## src/rtl/terminalPkg.sv

```systemverilog
package terminalPkg;

    //////////////////////////////
    // character and frame types
    //////////////////////////////

    // one byte of serial text or one raw scan code
    typedef logic [7:0] charT;

    // decoded ps/2 frame
    // parityOk set when data plus parity bit xor to one
    typedef struct packed {
        charT code;
        logic parityOk;
    } ps2FrameT;

    //////////////////////////////
    // keyboard protocol codes
    //////////////////////////////

    // break prefix, sent ahead of the code of a released key
    localparam charT breakPrefix = 8'hF0;
    // keyboard resend request, never echoed
    localparam charT resendCode = 8'hFE;

    //////////////////////////////
    // greeting banner
    //////////////////////////////

    // 21 printable characters plus cr and lf
    localparam int bannerLen = 23;

    // first character sits in the top byte
    localparam logic [bannerLen*8-1:0] bannerText = {
        "Hello, terminal ready",
        8'h0D,
        8'h0A
    };

endpackage

```

## src/rtl/ps2Receiver.sv

```systemverilog
`timescale 1ns/1ps

module ps2Receiver (
    input  logic                 CLK,
    input  logic                 rstN,
    input  logic                 ps2Clk,
    input  logic                 ps2Data,
    output terminalPkg::ps2FrameT frame,
    output logic                 frameValid
);

    //////////////////////////////
    // synchronizers
    //////////////////////////////

    // two flops into the clock domain, third flop for edge detect
    logic [2:0] clkSync;
    logic [1:0] dataSync;
    logic       clkFall;
    logic       dataBit;

    // frame assembly
    logic [3:0] bitCount;
    logic [8:0] shiftReg;
    logic       lastBit;

    always_ff @(posedge CLK or negedge rstN) begin
        if (!rstN) begin
            // both lines idle high on the bus
            clkSync  <= '1;
            dataSync <= '1;
        end else begin
            clkSync  <= {clkSync[1:0], ps2Clk};
            dataSync <= {dataSync[0], ps2Data};
        end
    end

    // keyboard drives data on the rising edge, so sample on the fall
    assign clkFall = clkSync[2] & ~clkSync[1];
    assign dataBit = dataSync[1];
    // bit 10 is the stop bit
    assign lastBit = (bitCount == 4'd10);

    //////////////////////////////
    // bit counter
    //////////////////////////////

    always_ff @(posedge CLK or negedge rstN) begin
        if (!rstN) begin
            bitCount   <= '0;
            frameValid <= 1'b0;
        end else begin
            frameValid <= 1'b0;
            if (clkFall) begin
                if (bitCount == 4'd0) begin
                    // wait for a low start bit, stay put otherwise
                    if (!dataBit) begin
                        bitCount <= 4'd1;
                    end
                end else if (lastBit) begin
                    bitCount <= '0;
                    // stop bit must be high, else the frame is thrown away
                    frameValid <= dataBit;
                end else begin
                    bitCount <= bitCount + 4'd1;
                end
            end
        end
    end

    // data lsb first then parity, shifted in from the top
    always_ff @(posedge CLK) begin
        if (clkFall && (bitCount != 4'd0) && !lastBit) begin
            shiftReg <= {dataBit, shiftReg[8:1]};
        end
    end

    // present the code together with its odd-parity result
    always_ff @(posedge CLK) begin
        if (clkFall && lastBit) begin
            frame.code     <= shiftReg[7:0];
            frame.parityOk <= ^shiftReg;
        end
    end

    // valid is a strobe, never a level
    frameValidPulse: assert property (
        @(posedge CLK) disable iff (!rstN)
        frameValid |=> !frameValid
    ) else $error("frameValid held longer than one cycle");

endmodule

```

## src/rtl/consoleSequencer.sv

```systemverilog
`timescale 1ns/1ps

module consoleSequencer (
    input  logic                  CLK,
    input  logic                  rstN,
    input  terminalPkg::ps2FrameT frame,
    input  logic                  frameValid,
    input  logic                  full,
    output logic                  push,
    output terminalPkg::charT     pushData
);

    // index must be able to hold bannerLen itself
    localparam int idxW = $clog2(terminalPkg::bannerLen + 1);

    logic [idxW-1:0]   bannerIdx;
    logic              bannerDone;
    terminalPkg::charT bannerChar;

    // echo path
    logic              frameOk;
    logic              breakArmed;
    logic              echoPending;
    terminalPkg::charT echoData;

    //////////////////////////////
    // banner phase
    //////////////////////////////

    // echo state once every banner byte is queued
    assign bannerDone = (bannerIdx == idxW'(terminalPkg::bannerLen));

    // byte select, first char in the top byte
    assign bannerChar =
        terminalPkg::bannerText[8*(terminalPkg::bannerLen - 1 - int'(bannerIdx)) +: 8];

    // bad parity frames never reach the echo logic
    assign frameOk = frameValid && frame.parityOk;

    //////////////////////////////
    // push mux
    //////////////////////////////

    // banner pushes every cycle the fifo has room
    // a pending echo that meets full is simply lost
    assign push     = bannerDone ? (echoPending && !full) : !full;
    assign pushData = bannerDone ? echoData : bannerChar;

    always_ff @(posedge CLK or negedge rstN) begin
        if (!rstN) begin
            bannerIdx   <= '0;
            breakArmed  <= 1'b0;
            echoPending <= 1'b0;
        end else begin
            echoPending <= 1'b0;
            // stall on the same char while full
            if (!bannerDone && !full) begin
                bannerIdx <= bannerIdx + 1'b1;
            end
            // frames before banner completion are dropped
            if (bannerDone && frameOk) begin
                if (breakArmed) begin
                    // code after F0 is the released key
                    breakArmed  <= 1'b0;
                    echoPending <= (frame.code != terminalPkg::resendCode);
                end else if (frame.code == terminalPkg::breakPrefix) begin
                    breakArmed <= 1'b1;
                end
                // make codes alone fall through here
            end
        end
    end

    // released code held for the push one cycle later
    always_ff @(posedge CLK) begin
        if (bannerDone && frameOk && breakArmed) begin
            echoData <= frame.code;
        end
    end

    // released key reaches the fifo one cycle after its frame
    echoNextCycle: assert property (
        @(posedge CLK) disable iff (!rstN)
        bannerDone && frameOk && breakArmed && (frame.code != terminalPkg::resendCode)
            |=> push || full
    ) else $error("released key not pushed one cycle after its frame");

endmodule

```

## src/rtl/charFifo.sv

```systemverilog
`timescale 1ns/1ps

module charFifo #(
    parameter int fifoDepth = 8
) (
    input  logic              CLK,
    input  logic              rstN,
    input  logic              push,
    input  terminalPkg::charT pushData,
    input  logic              pop,
    output terminalPkg::charT popData,
    output logic              full,
    output logic              empty
);

    localparam int addrW = $clog2(fifoDepth);

    // storage
    terminalPkg::charT mem [fifoDepth];

    // extra msb tells a wrapped writer from an equal reader
    logic [addrW:0] wrPtr;
    logic [addrW:0] rdPtr;
    logic           doWrite;
    logic           doRead;

    //////////////////////////////
    // status flags
    //////////////////////////////

    assign empty = (wrPtr == rdPtr);
    // same slot, different lap
    assign full = (wrPtr[addrW] != rdPtr[addrW]) &&
                  (wrPtr[addrW-1:0] == rdPtr[addrW-1:0]);

    // overflow and underflow requests are ignored
    assign doWrite = push && !full;
    assign doRead  = pop && !empty;

    // fall-through read, head of queue always on popData
    assign popData = mem[rdPtr[addrW-1:0]];

    always_ff @(posedge CLK) begin
        if (doWrite) begin
            mem[wrPtr[addrW-1:0]] <= pushData;
        end
    end

    //////////////////////////////
    // pointers
    //////////////////////////////

    always_ff @(posedge CLK or negedge rstN) begin
        if (!rstN) begin
            wrPtr <= '0;
            rdPtr <= '0;
        end else begin
            if (doWrite) begin
                wrPtr <= wrPtr + 1'b1;
            end
            if (doRead) begin
                rdPtr <= rdPtr + 1'b1;
            end
        end
    end

    // sequencer must check full before it pushes
    noPushWhenFull: assert property (
        @(posedge CLK) disable iff (!rstN)
        push |-> !full
    ) else $error("push while character buffer full");

    // transmitter must check empty before it pops
    noPopWhenEmpty: assert property (
        @(posedge CLK) disable iff (!rstN)
        pop |-> !empty
    ) else $error("pop while character buffer empty");

endmodule

```

## src/rtl/uartTx.sv

```systemverilog
`timescale 1ns/1ps

module uartTx #(
    parameter int clksPerBit = 8
) (
    input  logic              CLK,
    input  logic              rstN,
    input  logic              empty,
    input  terminalPkg::charT popData,
    output logic              pop,
    output logic              txd
);

    localparam int cntW = (clksPerBit > 1) ? $clog2(clksPerBit) : 1;

    typedef enum logic [1:0] {
        stIdle,
        stStart,
        stData,
        stStop
    } txStateT;

    txStateT           state;
    logic [cntW-1:0]   baudCnt;
    logic [2:0]        bitIdx;
    logic              bitEnd;
    terminalPkg::charT txByte;

    // last cycle of the current bit period
    assign bitEnd = (baudCnt == cntW'(clksPerBit - 1));

    // take a char only from idle
    assign pop = (state == stIdle) && !empty;

    //////////////////////////////
    // frame FSM
    //////////////////////////////

    always_ff @(posedge CLK or negedge rstN) begin
        if (!rstN) begin
            state   <= stIdle;
            baudCnt <= '0;
            bitIdx  <= '0;
            txd     <= 1'b1;
        end else begin
            baudCnt <= bitEnd ? '0 : baudCnt + 1'b1;
            case (state)
                stIdle: begin
                    baudCnt <= '0;
                    if (pop) begin
                        // start bit goes out next cycle
                        state <= stStart;
                        txd   <= 1'b0;
                    end
                end
                stStart: begin
                    if (bitEnd) begin
                        state  <= stData;
                        bitIdx <= '0;
                        txd    <= txByte[0];
                    end
                end
                stData: begin
                    if (bitEnd) begin
                        if (bitIdx == 3'd7) begin
                            state <= stStop;
                            txd   <= 1'b1;
                        end else begin
                            bitIdx <= bitIdx + 3'd1;
                            txd    <= txByte[1];
                        end
                    end
                end
                stStop: begin
                    // line already high, just hold for one bit
                    if (bitEnd) begin
                        state <= stIdle;
                    end
                end
                default: state <= stIdle;
            endcase
        end
    end

    // lsb first, shift right after each data bit
    always_ff @(posedge CLK) begin
        if (pop) begin
            txByte <= popData;
        end else if (state == stData && bitEnd) begin
            txByte <= txByte >> 1;
        end
    end

    // line rests high between frames
    idleLineHigh: assert property (
        @(posedge CLK) disable iff (!rstN)
        (state == stIdle) |-> txd
    ) else $error("txd low while transmitter idle");

endmodule

```

## src/rtl/terminalTop.sv

```systemverilog
`timescale 1ns/1ps

module terminalTop #(
    parameter int clksPerBit = 8,
    parameter int fifoDepth  = 8
) (
    input  logic CLK,
    input  logic rstN,
    input  logic ps2Clk,
    input  logic ps2Data,
    output logic txd
);

    //////////////////////////////
    // interconnect
    //////////////////////////////

    // keyboard side
    terminalPkg::ps2FrameT frame;
    logic                  frameValid;

    // sequencer into the buffer
    logic                  push;
    terminalPkg::charT     pushData;
    logic                  full;

    // buffer into the transmitter
    logic                  pop;
    terminalPkg::charT     popData;
    logic                  empty;

    // frame decode
    ps2Receiver uPs2Receiver (
        .CLK        (CLK),
        .rstN       (rstN),
        .ps2Clk     (ps2Clk),
        .ps2Data    (ps2Data),
        .frame      (frame),
        .frameValid (frameValid)
    );

    // banner then key echo
    consoleSequencer uConsoleSequencer (
        .CLK        (CLK),
        .rstN       (rstN),
        .frame      (frame),
        .frameValid (frameValid),
        .full       (full),
        .push       (push),
        .pushData   (pushData)
    );

    // rate decoupling between keyboard and serial line
    charFifo #(
        .fifoDepth (fifoDepth)
    ) uCharFifo (
        .CLK      (CLK),
        .rstN     (rstN),
        .push     (push),
        .pushData (pushData),
        .pop      (pop),
        .popData  (popData),
        .full     (full),
        .empty    (empty)
    );

    // 8N1 output
    uartTx #(
        .clksPerBit (clksPerBit)
    ) uUartTx (
        .CLK     (CLK),
        .rstN    (rstN),
        .empty   (empty),
        .popData (popData),
        .pop     (pop),
        .txd     (txd)
    );

endmodule

```

## config.mk

```make
export PLATFORM = sky130hd
export DESIGN_NAME = terminalTop
export DESIGN_NICKNAME = d
export VERILOG_FILES = /design/src/rtl/terminalPkg.sv /design/src/rtl/ps2Receiver.sv /design/src/rtl/consoleSequencer.sv /design/src/rtl/charFifo.sv /design/src/rtl/uartTx.sv /design/src/rtl/terminalTop.sv
export SDC_FILE = /design/constraint.sdc
export NUM_CORES = 1
export LEC_CHECK = 0
export ABC_AREA = 0
export BUFFER_PORTS_ARGS = -buffer_cell sky130_fd_sc_hd__clkbuf_2
export CORE_ASPECT_RATIO = 1.4
export CORE_MARGIN = 4
export CORE_UTILIZATION = 40
export DETAILED_ROUTE_END_ITERATION = 10
export GPL_TIMING_DRIVEN = 0
export HOLD_SLACK_MARGIN = 0.15
export PLACE_DENSITY_LB_ADDON = 0.08
export SKIP_CTS_REPAIR_TIMING = 1
export SLEW_MARGIN = 20
export SYNTH_ARGS = -nofsm -noshare
export SYNTH_HDL_FRONTEND = slang
export SYNTH_SLANG_ARGS = --single-unit
```

## constraint.sdc

```tcl
create_clock -name CLK -period 6.7 [get_ports CLK]
set_clock_uncertainty 0.15 [all_clocks]
set_input_delay 1.005 -clock CLK [delete_from_list [all_inputs] [get_ports CLK]]
set_output_delay 1.005 -clock CLK [all_outputs]
set_load 0.02 [all_outputs]
```

# [Word-level counts from Yosys, hierarchy flattened]
# Memory sizes are Yosys's and may differ from the RTL's.
# Cells that the tools add are included.
[word_totals] regBits=68 n_memories=1 output_inout_bits=1 wordCells=109 mem_bits_rw=64 input_bits=4
[classes] shifts=1 add_sub_neg=7 eq_ne=19 bitwise_logic=2 reduce_logical=28 n_mux=33
[mem_list] memory="uCharFifo.mem" depth=8 width=8 read_ports=1 rd_ports_with_merged_regs=0 wr=1 line_no="charFifo.sv:19" rtl="terminalPkg::charT mem [fifoDepth];"
[op_table] operator="184-bit by 32-bit indexed part select with 8-bit output, first input constant" count=1
[op_table] operator="8-bit two-way mux" count=3
[op_table] operator="3-bit two-way mux" count=5
[op_table] operator="1-bit two-way mux" count=14
[op_table] operator="1-bit logical AND" count=13
[op_table] operator="4-bit by 1-bit adder with 4-bit output, second input constant" count=3
[op_table] operator="4-bit two-way mux" count=3
[op_table] operator="2-bit two-way mux" count=5
[op_table] operator="9-bit parity" count=1
[op_table] operator="8-bit == test, second input constant" count=1
[op_table] operator="2-bit by 1-bit inequality test with 1-bit output, second input constant" count=4
[op_table] operator="8-bit inequality test, second input constant" count=1
[op_table] operator="2-bit case mux with 4 select lines" count=1
[op_table] operator="4-bit AND reduction" count=2
[op_table] operator="3-bit by 1-bit adder with 3-bit output, second input constant" count=2
[op_table] operator="3-bit == test, second input constant" count=2
[op_table] operator="2-bit inequality test, second input constant" count=3
[op_table] operator="3-bit case mux with 2 select lines" count=1
[op_table] operator="5-bit by 5-bit subtractor with 6-bit output, first input constant" count=1
[op_table] operator="5-bit by 1-bit adder with 5-bit output, second input constant" count=1
[op_table] operator="5-bit == test, second input constant" count=1
[op_table] operator="5-bit AND reduction" count=1
[op_table] operator="2-bit == test, second input constant" count=2
[op_table] operator="4-bit == test" count=1
[op_table] operator="other kinds (14)" count=18

# [Longest topological paths before layout]
# Gate-level depths: netlist of run 1.
[depth] depth_word=8 ltp_mapped=9 ltp_nobuf=7

# [Hierarchy]
# From an unflattened synthesis of run 1, not the netlist that was laid out.
[hier_totals] cells_unflattened=441 hier_area_um2=6407.4
[modules_own_cells] mod="charFifo" cells_each=149 area_per_inst_um2=3039.2 n_inst=1 seq_area_each_um2=2122.0
[modules_own_cells] mod="consoleSequencer" cells_each=158 area_per_inst_um2=1363.8 n_inst=1 seq_area_each_um2=415.4
[modules_own_cells] mod="ps2Receiver" cells_each=66 area_per_inst_um2=1078.5 n_inst=1 seq_area_each_um2=797.0
[modules_own_cells] mod="uartTx" cells_each=68 area_per_inst_um2=925.9 n_inst=1 seq_area_each_um2=466.7

# [Worst setup path after synthesis of run 1]
# Ideal clock, no wire load.
[synth_timing] kind="reg2reg" startpoint="register uConsoleSequencer.bannerIdx[1]" endpoint="memory uCharFifo.mem[0][0] (netlist bit), enable pin" required_time_ns=6.167 stages_incl_launch_ff=8 n_path_buf=2 synth_period_minus_slack_ns=2.426 t_arrival_ns=1.892 setup_time_ns=0.383 slack_ns=4.274 path_cell_list="dfrtp_1 -> ha_1 -> buf_6 -> buf_6 -> nand4b_1 -> o21a_2 -> nand2b_1 -> nor3_1"
[synth_via] elab_chain_cells=5
[synth_rtl] element="from (decl)" line_no="consoleSequencer.sv:16" rtl="logic [idxW-1:0] bannerIdx;"
[synth_rtl] element="from (signal assigned)" line_no="consoleSequencer.sv:58" rtl="bannerIdx <= bannerIdx + 1'b1;"
[synth_rtl] element="5-bit == test" line_no="consoleSequencer.sv:31" rtl="assign bannerDone = (bannerIdx == idxW'(terminalPkg::bannerLen));"
[synth_rtl] element="1-bit two-way mux" line_no="consoleSequencer.sv:46" rtl="assign push = bannerDone ? (echoPending && !full) : !full;"
[synth_rtl] element="1-bit logical AND" line_no="charFifo.sv:37" rtl="assign doWrite = push && !full;"
[synth_rtl] element="1-bit two-way mux" line_no="charFifo.sv:44" rtl="if (doWrite) begin"
[synth_rtl] element="1-bit two-way mux (implied by the code)" line_no="charFifo.sv:45" rtl="mem[wrPtr[addrW-1:0]] <= pushData;"
[synth_rtl] element="to (decl)" line_no="charFifo.sv:19"
# No other way between the ends.

# [Final worst setup path of run 1]
[layout_timing] startpoint="register uConsoleSequencer.bannerIdx[1]" endpoint="memory uCharFifo.mem[4][3] (netlist bit), data pin"
[layout_via] elab_chain_cells=3 elab_cells_between_ends=4 classes_between="add/sub: 1; eq/ne: 1; shift: 1; mux: 1"
[layout_rtl] element="5-bit by 5-bit subtractor with 6-bit output" line_no="consoleSequencer.sv:35" rtl="terminalPkg::bannerText[8*(terminalPkg::bannerLen - 1 - int'(bannerIdx)) +: 8];"
[layout_rtl] element="184-bit by 32-bit indexed part select with 8-bit output" line_no="consoleSequencer.sv:35"
[layout_rtl] element="8-bit two-way mux (*)" line_no="consoleSequencer.sv:47" rtl="assign pushData = bannerDone ? echoData : bannerChar;"
[layout_rtl] element="named net pushData[3]" line_no="terminalTop.sv:24" rtl="terminalPkg::charT pushData;"
# Mark *: on every way through the listed nets, which the timed path passes. The rest lies on a longest branch.

==> metrics.md, run 1 <==
| Metric | Value |
|---|---|
| Synth-to-layout area growth | `14.50%` |
| Post-placement cell count | `643` |
| Chip Width | `113.3 µm` |
| Crit-path max FO | `10` |
| Layout Cells excl Fill | `675` |
| Maximum clock rate | `between 0.3 and 0.4 GHz` |
| CP Class | `flip-flop to flip-flop` |
| Unrepaired setup endpoints after global routing | `no` |
| Initial Util | `41.10%` |
| FILL cells | `1354` |
| EDFF count, synth | `98` |
| Register area share after synthesis | `61.16%` |
| Final Max Tran Viols | `0` |
| Yosys top cell area share | `47.35%` |
| Fraction of registers with async set/reset | `25.76%` |
| Hold_ws | `between 0.2 and 0.25 ns` |
| Gate power share | `3.5%` |
| Maximum VDD drop | `about 140 µV` |
| Total number of vias | `3634` |
| Most frequent cells in the layout | `98 x edfxtp_1, 35 x nand2_1, 28 x dfrtp_1` |
| Final period util | `43.98%` |
| Sw Ratio | `between 20% and 30%` |
| Sum Neg Setup Slack | `0 ns` |
| Final hold viol count | `0` |
| Initial antenna violation count | `0` |
| Min cycle time layout | `2.947 ns` |
| Pin slew with the least headroom to its limit | `0.9382 ns` |
| Routed Antenna Nets | `0` |
| # DRC | `0` |
| Detailed-placement wirelength estimate | `8939 µm` |
| Fraction of layout cells with a size suffix above 1 | `21.33%` |
| Critical path arrival | `~3 ns` |
| Num CTS Buffers | `17` |
| Total gr overflow | `0` |
| # IOs | `5` |
| 1st-pass router iterations | `4` |
| Max cap viols | `0` |
| 1st-iter DRT viols | `196` |
| Static Leakage | `0.002533 µW` |
| Clock Tree Root | `clkbuf_16` |
| Buffers added on ports | `4` |
| P_sw | `412.7 µW` |
| Number of global-route vias before repair | `~3800` |
| Syn Nets | `between 400 and 500` |
| Routability Congestion | `0.8670` |
| DRT Wirelength | `~13000 µm` |
| Clk slew on worst S/H paths | `0.06 ns` |
| Netlist cell types | `65` |
| Die extent in y | `155.5 µm` |
| Row cnt | `between 50 and 60` |
| CP startpoint kind | `flip-flop` |
| Endpoint class of the critical path | `flip-flop` |
| Synth Flop Type | `edfxtp_1` |
| First-pass GRT wire length | `21030 µm` |
| Nets | `489` |
| Pwr dens | `268.8 nW/µm²` |
| Clock latency at the later pin of the worst-skew pair | `0.41 ns` |
| Syn Inst Count | `444` |
| Int Pwr | `about 1500 µW` |
| Mapped Avg Cell Area | `14.00 µm²` |
| CP required | `6.68 ns` |
| Total track usage | `15.80%` |
| Final setup viols | `0` |
| Slew margin rel. | `37.46%` |
| CTS tree | `built` |
| Status | `completed` |
| Synth warn | `0` |
| Sequential share of power | `48.1%` |
| CTS sink cnt | `132` |
| Core area | `15120 µm²` |
| Cell Area, Synth | `6215 µm²` |
| Commonest non-fill, non-tap cell in the layout | `edfxtp_1` |
| N_diodes | `0` |
| Clock Power Share | `48.4%` |
| WL per Instance | `18.77 µm` |
| Largest net degree at the start of global routing | `35` |
| Post-synth top area cell | `edfxtp_1` |
| Post-DR vias/cell | `5.384` |
| Die footprint | `17620 µm²` |
| Number of H-tree levels | `4` |
| Seq cells post-synth | `between 100 and 150` |
| Synth area leaders | `edfxtp_1 47%, dfrtp_1 11%, mux4_2 5.8%` |
| Clock tree buffer depth | `2` |
| Type of the tightest min-delay check | `flip-flop to flip-flop` |
power groups by stage:
| stage | registers, µW | clock network [µW] | logic, µW |
|---|---|---|---|
| CTS | 919 | 947 | 68.4 |
| finish | 919 | 926 | 66.8 |
| detailed placement | 935 | 0 | 68.5 |
| floorplan | 930 | 0 | 51.0 |
| global route | 922 | 988 | 77.2 |
| global placement | 935 | 0 | 62.4 |
worst max-delay path, cell delays in order (launching register included):
cell,delay (ns)
dfrtp_1,0.47
ha_1,0.43
buf_2,0.29
buf_2,0.28
inv_1,0.08
o21ai_0,0.26
o21ai_0,0.17
a211oi_2,0.54
cell usage after synthesis, types with 8 or more instances:
library cell and number:
xnor2_1 19, nor2b_1 9, mux4_2 16, a22o_1 8, dfrtp_1 28, nand2b_1 9, a21oi_1 16, o21ai_0 24
nor2_1 19, mux2i_1 9, ha_1 15, inv_1 9, edfxtp_1 98, xor2_1 8, nand2_1 35, buf_2 9
sequential cells by signal (all words and copies together) (netlist names):
signal	flops
uUartTx.baudCnt	3
uPs2Receiver.bitCount	4
uCharFifo.mem	64
uPs2Receiver.frameValid	1
uConsoleSequencer.echoData	8
uPs2Receiver.dataSync	2
uConsoleSequencer.breakArmed	1
uUartTx.bitIdx	3
uPs2Receiver.frame	9
uUartTx.txd	1
uUartTx.txByte	8
uPs2Receiver.shiftReg	9
uConsoleSequencer.bannerIdx	5
uPs2Receiver.clkSync	3
uCharFifo.wrPtr	4
uUartTx.state	2
uCharFifo.rdPtr	4
uConsoleSequencer.echoPending	1
final timing paths:
check | startpoint | to | slack [ns] | depth (start not counted)
worst max-delay path | uConsoleSequencer.bannerIdx[1] | uCharFifo.mem[4][3] | 3.75 | 7
worst min-delay path | uPs2Receiver.dataSync[0] | uPs2Receiver.dataSync[1] | 0.20 | 0
worst max register to register | uConsoleSequencer.bannerIdx[1] | uCharFifo.mem[4][3] | 3.75 | 7
worst min register to register | uPs2Receiver.dataSync[0] | uPs2Receiver.dataSync[1] | 0.20 | 0
max in group asynchronous | rstN | uConsoleSequencer.bannerIdx[4] | 5.24 | 1
min in group asynchronous | rstN | uUartTx.state[1] | 0.57 | 1
through the flow:
stage,area (µm²),power (µW),util (%),setup slack [ns]
2_1_floorplan,6215,980.7,-,4.274
3_3_place_gp,6475,997.0,42.83,3.362
3_5_place_dp,6513,1004,43.07,3.825
4_1_cts,7116,1935,47.06,3.796
5_1_grt,7116,1987,47.06,3.588
6_report,7116,1913,47.06,3.753
kinds of logic (layout without fill, tap and decap cells):
group                      after synthesis  count (layout)  share of synthesized area, %
and+or+nand+nor                        110             110                         9.221
AOI/OAI and AO/OA                       91              91                         10.09
muxes                                   30              30                         8.275
adders and majority gates               15              15                         3.020
buffers and inverters                   36              75                         3.463
DFF                                    132             132                         61.16
xor gates and xnor gates                30              30                         4.772
cell type report:
type | count | area, µm² | share of cell area (%)
repair buffers | 7 | 42.54 | 0.5979
plain buffers | 26 | 177.7 | 2.497
clock buffers | 20 | 489.2 | 6.875
flip-flops and latches | 132 | 3801 | 53.42
clock inverters | 12 | 113.9 | 1.600
multi-input cells | 276 | 2213 | 31.11
inverters | 10 | 37.54 | 0.5275
well taps | 192 | 240.2 | 3.376
layer usage:
layer | GRT usage (%) | share of wire, % | vias to the layer above
li1 | - | - | 1734
met1 | 18.04 | 40 | 1813
met2 | 28.28 | 54 | 69
met3 | 3.813 | 3.4 | 18
met4 | 6.243 | 2.3 | 0
met5 | 0 | 0 | -
(Power assumes the default switching activity.)
==> run 2: changes to the inputs <==
==> constraint.sdc (replaced) <==
create_clock -name CLK -period 2.43 [get_ports CLK]
set_clock_uncertainty 0.15 [all_clocks]
set_input_delay 0.3645 -clock CLK [delete_from_list [all_inputs] [get_ports CLK]]
set_output_delay 0.3645 -clock CLK [all_outputs]
set_load 0.02 [all_outputs]
==> run 2 against run 1 <==
Against the previous run: core utilization rose by 1.8 points; worst setup slack got worse by 3.7 ns; wire length rose by 2.1%; combinational power increased to 2.8 times the previous value; critical path depth is the same; cell area up 3.8%; cell count up 2.2%; non-clock buffer count up 15; power rose to 2.8 times the previous value; critical endpoint unchanged.
==> metrics.md, run 2 (synthesis results as in run 1) <==
| Metric | Value |
|---|---|
| Status | `completed` |
| Core area | `around 15000 µm²` |
| Pin slew with the least headroom to its limit | `0.9342 ns` |
| 1st-iter DRT viols | `135` |
| Routed Antenna Nets | `0` |
| Initial antenna violation count | `0` |
| Pwr dens | `713.7 nW/µm²` |
| Die extent in y | `155.5 µm` |
| Min cycle time layout | `2.360 ns` |
| Max reg flops | `64` |
| Maximum VDD drop | `399.8 µV` |
| Top routing layer used | `met4` |
| Nets | `504` |
| Endpoint class of the critical path | `flip-flop` |
| Area after DPL | `6513 µm²` |
| CP required | `2.55 ns` |
| Crit-path max FO | `10` |
| Post-route cell area | `approximately 7400 µm²` |
| Type of the tightest min-delay check | `flip-flop to flip-flop` |
| Met2 wire len | `7107 µm` |
| Clk slew on worst S/H paths | `0.06 ns` |
| Static Leakage | `0.002629 µW` |
| Num CTS Buffers | `17` |
| Row cnt | `between 50 and 60` |
| Synth-to-layout area growth | `18.86%` |
| Critical path arrival | `about 2.5 ns` |
| Most frequent cells in the layout | `98 x edfxtp_1, 34 x nand2_1, 26 x dfrtp_1` |
| Met3 wire len | `372 µm` |
| Fraction of layout cells with a size suffix above 1 | `25.90%` |
| Number of H-tree levels | `4` |
| Die footprint | `17620 µm²` |
| CTS tree | `built` |
| Slack of the critical path | `0.06991 ns` |
| Chip Width | `approximately 110 µm` |
| Initial Util | `roughly two fifths` |
| # DRC | `0` |
| Clock tree buffer depth | `2` |
| Clock Tree Root | `clkbuf_16` |
| Slew margin rel. | `37.72%` |
| Routability Congestion | `approximately 0.87` |
| CTS sink cnt | `132` |
| DP Worst Slack | `-0.4451 ns` |
| N_diodes | `0` |
| Final period util | `97.12%` |
| Max cap viols | `0` |
| Buffers added on ports | `4` |
| CP startpoint kind | `flip-flop` |
| Clock latency at the later pin of the worst-skew pair | `0.41 ns` |
| Post-DR vias/cell | `5.352` |
| Total gr overflow | `0` |
| FILL cells | `1336` |
| Final Max Tran Viols | `0` |
| Met1 WL | `roughly 5100 µm` |
| Number of global-route vias before repair | `3847` |
| Final setup viols | `0` |
| Hold_ws | `0.2047 ns` |
| First-pass GRT wire length | `21030 µm` |
| Total number of vias | `approximately 3700` |
| Largest net degree at the start of global routing | `35` |
| DRT Wirelength | `12940 µm` |
| Commonest non-fill, non-tap cell in the layout | `edfxtp_1` |
| Maximum clock rate | `0.4237 GHz` |
| CP Class | `flip-flop to flip-flop` |
| # IOs | `5` |
| WL per Instance | `roughly 19 µm` |
| Detailed-placement wirelength estimate | `8939 µm` |
| 1st-pass router iterations | `7` |
| Total track usage | `15.80%` |
| Final hold viol count | `0` |
run 2: cell count changes in the layout (fill, tap and decap cells not counted), sizes merged:
cell	before	now
buf	26	36
clkbuf	27	29
dlygate4sd3	0	3
run 2: layer usage:
metal	global-route usage (%)	vias to the layer above
met2	28.28	72
met5	0	-
met3	3.813	19
met1	18.04	1841
li1	-	1761
met4	6.243	0
run 2: area by class of cell:
class,count,area (µm²),area share [%]
Sequential cell,132,3804,51.49
Multi-Input combinational cell,276,2316,31.35
Clock buffer,20,489.2,6.623
Tap cell,192,240.2,3.252
Timing Repair Buffer,22,203.9,2.761
Buffer,26,182.7,2.473
Clock inverter,12,113.9,1.541
Inverter,10,37.54,0.5081
run 2: path summary, 6_finish.rpt:
path                                                      from                             end  slack, ns  cells after the start
worst max-delay path            uConsoleSequencer.bannerIdx[0]             uCharFifo.mem[4][3]       0.07                      7
worst min register to register        uPs2Receiver.dataSync[0]        uPs2Receiver.dataSync[1]       0.20                      0
worst max register to register  uConsoleSequencer.bannerIdx[0]             uCharFifo.mem[4][3]       0.07                      7
worst min-delay path                  uPs2Receiver.dataSync[0]        uPs2Receiver.dataSync[1]       0.20                      0
max in group asynchronous                                 rstN  uConsoleSequencer.bannerIdx[0]       1.00                      2
min in group asynchronous                                 rstN                uUartTx.state[1]       0.48                      2
run 2: report_power, final:
group          total (µW)  leakage (µW)  switching, µW  internal [µW]
sequential           2530       0.00126           59.3           2480
clock                2550      0.000293            979           1570
combinational         188       0.00107           95.6           92.7
run 2: per-stage QoR:
step / setup TNS [ns] / power [µW] / cells / utilization, %
floorplan: 0 / 2704 / 444 / -
global placement: -37.63 / 2749 / 640 / 42.83
detailed placement: -23.70 / 2768 / 643 / 43.07
CTS: -25.57 / 5335 / 675 / 47.06
global route: -0.05465 / 5482 / 690 / 48.86
finish: 0 / 5273 / 690 / 48.86
run 2: critical path, stage by stage, from the launching register on:
cell and delay [ns]:
dfrtp_2 0.45, ha_4 0.28, clkbuf_4 0.20, clkbuf_4 0.21, o32ai_1 0.34, a21oi_1 0.18
a211oi_4 0.21, buf_4 0.18
==> run 3: changes to the inputs <==
--- a/config.mk
+++ b/config.mk
@@ -6,7 +6,7 @@
 export NUM_CORES = 1
 export LEC_CHECK = 0
 export ABC_AREA = 0
-export BUFFER_PORTS_ARGS = -buffer_cell sky130_fd_sc_hd__clkbuf_2
+export BUFFER_PORTS_ARGS = -buffer_cell sky130_fd_sc_hd__buf_2
 export CORE_ASPECT_RATIO = 1.4
 export CORE_MARGIN = 4
 export CORE_UTILIZATION = 40
==> constraint.sdc (replaced) <==
create_clock -name CLK -period 2.7 [get_ports CLK]
set_clock_uncertainty 0.15 [all_clocks]
set_input_delay 0.405 -clock CLK [delete_from_list [all_inputs] [get_ports CLK]]
set_output_delay 0.405 -clock CLK [all_outputs]
set_load 0.02 [all_outputs]
==> run 3 against run 2 <==
Against the previous run: worst hold slack better by 0.00061 ns; worst setup slack gained 0.093 ns; non-clock buffer count fell by 11; wire length is 3.0% lower; fmax is 7.0% lower; via count shrank 1.1%; sequential power down 9.9%; critical endpoint is now uCharFifo.mem[0][1]; highest routed layer unchanged; cell count is 1.6% lower; combinational power fell by 11%; global-route usage fell by 0.26 points; cell area is 2.0% lower; critical path type unchanged; clock power decreased by 5%.
==> metrics.md, run 3 (synthesis results as in run 1) <==
| Metric | Value |
|---|---|
| Status | `completed` |
| Total track usage | `between 10% and 20%` |
| 1st-pass router iterations | `4` |
| CP required | `2.71 ns` |
| Type of the tightest min-delay check | `flip-flop to flip-flop` |
| Max cap viols | `0` |
| Hold_ws | `0.2053 ns` |
| First-pass GRT wire length | `between 20000 and 25000 µm` |
| Critical path arrival | `roughly 2.6 ns` |
| Routed Antenna Nets | `0` |
| Routability Congestion | `0.8746` |
| Max reg flops | `64` |
| Clock Power Share | `49.8%` |
| Core area | `15120 µm²` |
| CTS sink cnt | `132` |
| Number of global-route vias before repair | `3882` |
| CTS tree | `built` |
| Largest net degree at the start of global routing | `35` |
| Min cycle time layout | `2.537 ns` |
| Post-placement cell count | `between 600 and 700` |
| Int Pwr | `3850 µW` |
| Maximum VDD drop | `475.7 µV` |
| Final setup viols | `0` |
| Sw Ratio | `21.06%` |
| WL per Instance | `18.49 µm` |
| Final period util | `between 90 and 100%` |
| Post-DR vias/cell | `5.378` |
| Die extent in y | `about 160 µm` |
| Unrepaired setup endpoints after global routing | `no` |
| Number of H-tree levels | `4` |
| Commonest non-fill, non-tap cell in the layout | `edfxtp_1` |
| Synth-to-layout area growth | `16.43%` |
| Pwr dens | `674.0 nW/µm²` |
| # IOs | `5` |
| Crit-path max FO | `10` |
| CP startpoint kind | `flip-flop` |
| Slew margin rel. | `43.94%` |
| Buffers added on ports | `4` |
| 1st-iter DRT viols | `170` |
| Clk slew on worst S/H paths | `about 0.060 ns` |
| Static Leakage | `0.002575 µW` |
| N_diodes | `0` |
| Gate power share | `approximately 3.4%` |
| Clock Tree Root | `clkbuf_16` |
| Total number of vias | `between 3000 and 4000` |
| P_sw | `1027 µW` |
| Sequential share of power | `46.8%` |
| # DRC | `0` |
| Pin slew with the least headroom to its limit | `roughly 0.84 ns` |
| CP Class | `flip-flop to flip-flop` |
| Initial Util | `41.10%` |
| DRT Wirelength | `12560 µm` |
| Final Max Tran Viols | `0` |
| Row cnt | `53` |
| Most frequent cells in the layout | `98 x edfxtp_1, 35 x nand2_1, 28 x dfrtp_1` |
| Maximum clock rate | `0.3942 GHz` |
| Die footprint | `between 15000 and 20000 µm²` |
| Chip Width | `113.3 µm` |
| Initial antenna violation count | `0` |
| Detailed-placement wirelength estimate | `8869 µm` |
| Total gr overflow | `0` |
| Fraction of layout cells with a size suffix above 1 | `23.00%` |
| Endpoint class of the critical path | `flip-flop` |
| Clock latency at the later pin of the worst-skew pair | `roughly 0.41 ns` |
| Final hold viol count | `0` |
| Clock tree buffer depth | `2` |
| Nets | `493` |
| Num CTS Buffers | `17` |
| Layout Cells excl Fill | `approximately 680` |
run 3: final timing paths:
kind                                                 from                        endpoint  slack, ns  depth (start not counted)
max                        uConsoleSequencer.bannerIdx[1]             uCharFifo.mem[0][1]       0.16                          8
min                              uPs2Receiver.dataSync[0]        uPs2Receiver.dataSync[1]       0.21                          0
max reg2reg                uConsoleSequencer.bannerIdx[1]             uCharFifo.mem[0][1]       0.16                          8
min reg2reg                      uPs2Receiver.dataSync[0]        uPs2Receiver.dataSync[1]       0.21                          0
max in group asynchronous                            rstN  uConsoleSequencer.bannerIdx[4]       1.41                          2
min in group asynchronous                            rstN                uUartTx.state[0]       0.47                          2
run 3: area by class of cell:
class                   instances  area (µm²)
fillers                      1333        7884
flip-flops and latches        132        3801
multi-input cells             276        2257
clock buffers                  21       503.0
well taps                     192       240.2
plain buffers                  26       182.7
clock inverters                11       133.9
repair buffers                 11       80.08
inverters                      10       37.54
run 3: per-layer routing:
metal | routed length, µm | vias to the layer above | global-route usage, %
li1 | - | 1732 | -
met1 | 5048 | 1835 | 17.56
met2 | 6884 | 62 | 27.68
met3 | 356 | 23 | 4.086
met4 | 267 | 0 | 6.300
met5 | 0 | - | 0
run 3: power by group through the flow:
stage	registers, µW	logic, µW	clock network (µW)
floorplan	2310	127	0
global placement	2320	155	0
detailed placement	2320	168	0
CTS	2280	168	2470
global route	2290	190	2590
finish	2280	167	2430
run 3: worst max-delay path, stage by stage (launching register included):
cell and delay, ns:
dfrtp_1 0.48, ha_2 0.23, buf_6 0.14, buf_6 0.14, nand4b_1 0.23, o21a_2 0.32, nand2b_1 0.29, nor3_2 0.09
buf_4 0.19
run 3: per-stage QoR:
step / cell area [µm²] / setup slack (ns) / total power, µW / TNS, ns / utilization [%]
after floorplan: 6215 / 0.2742 / 2434 / 0 / -
after global placement: 6475 / -0.6036 / 2474 / -13.20 / 42.83
after detailed placement: 6513 / -0.1921 / 2490 / -5.122 / 43.07
after CTS: 7149 / -0.2110 / 4919 / -6.212 / 47.29
after global routing: 7236 / 0.008566 / 5065 / 0 / 47.86
final: 7236 / 0.1630 / 4877 / 0 / 47.86
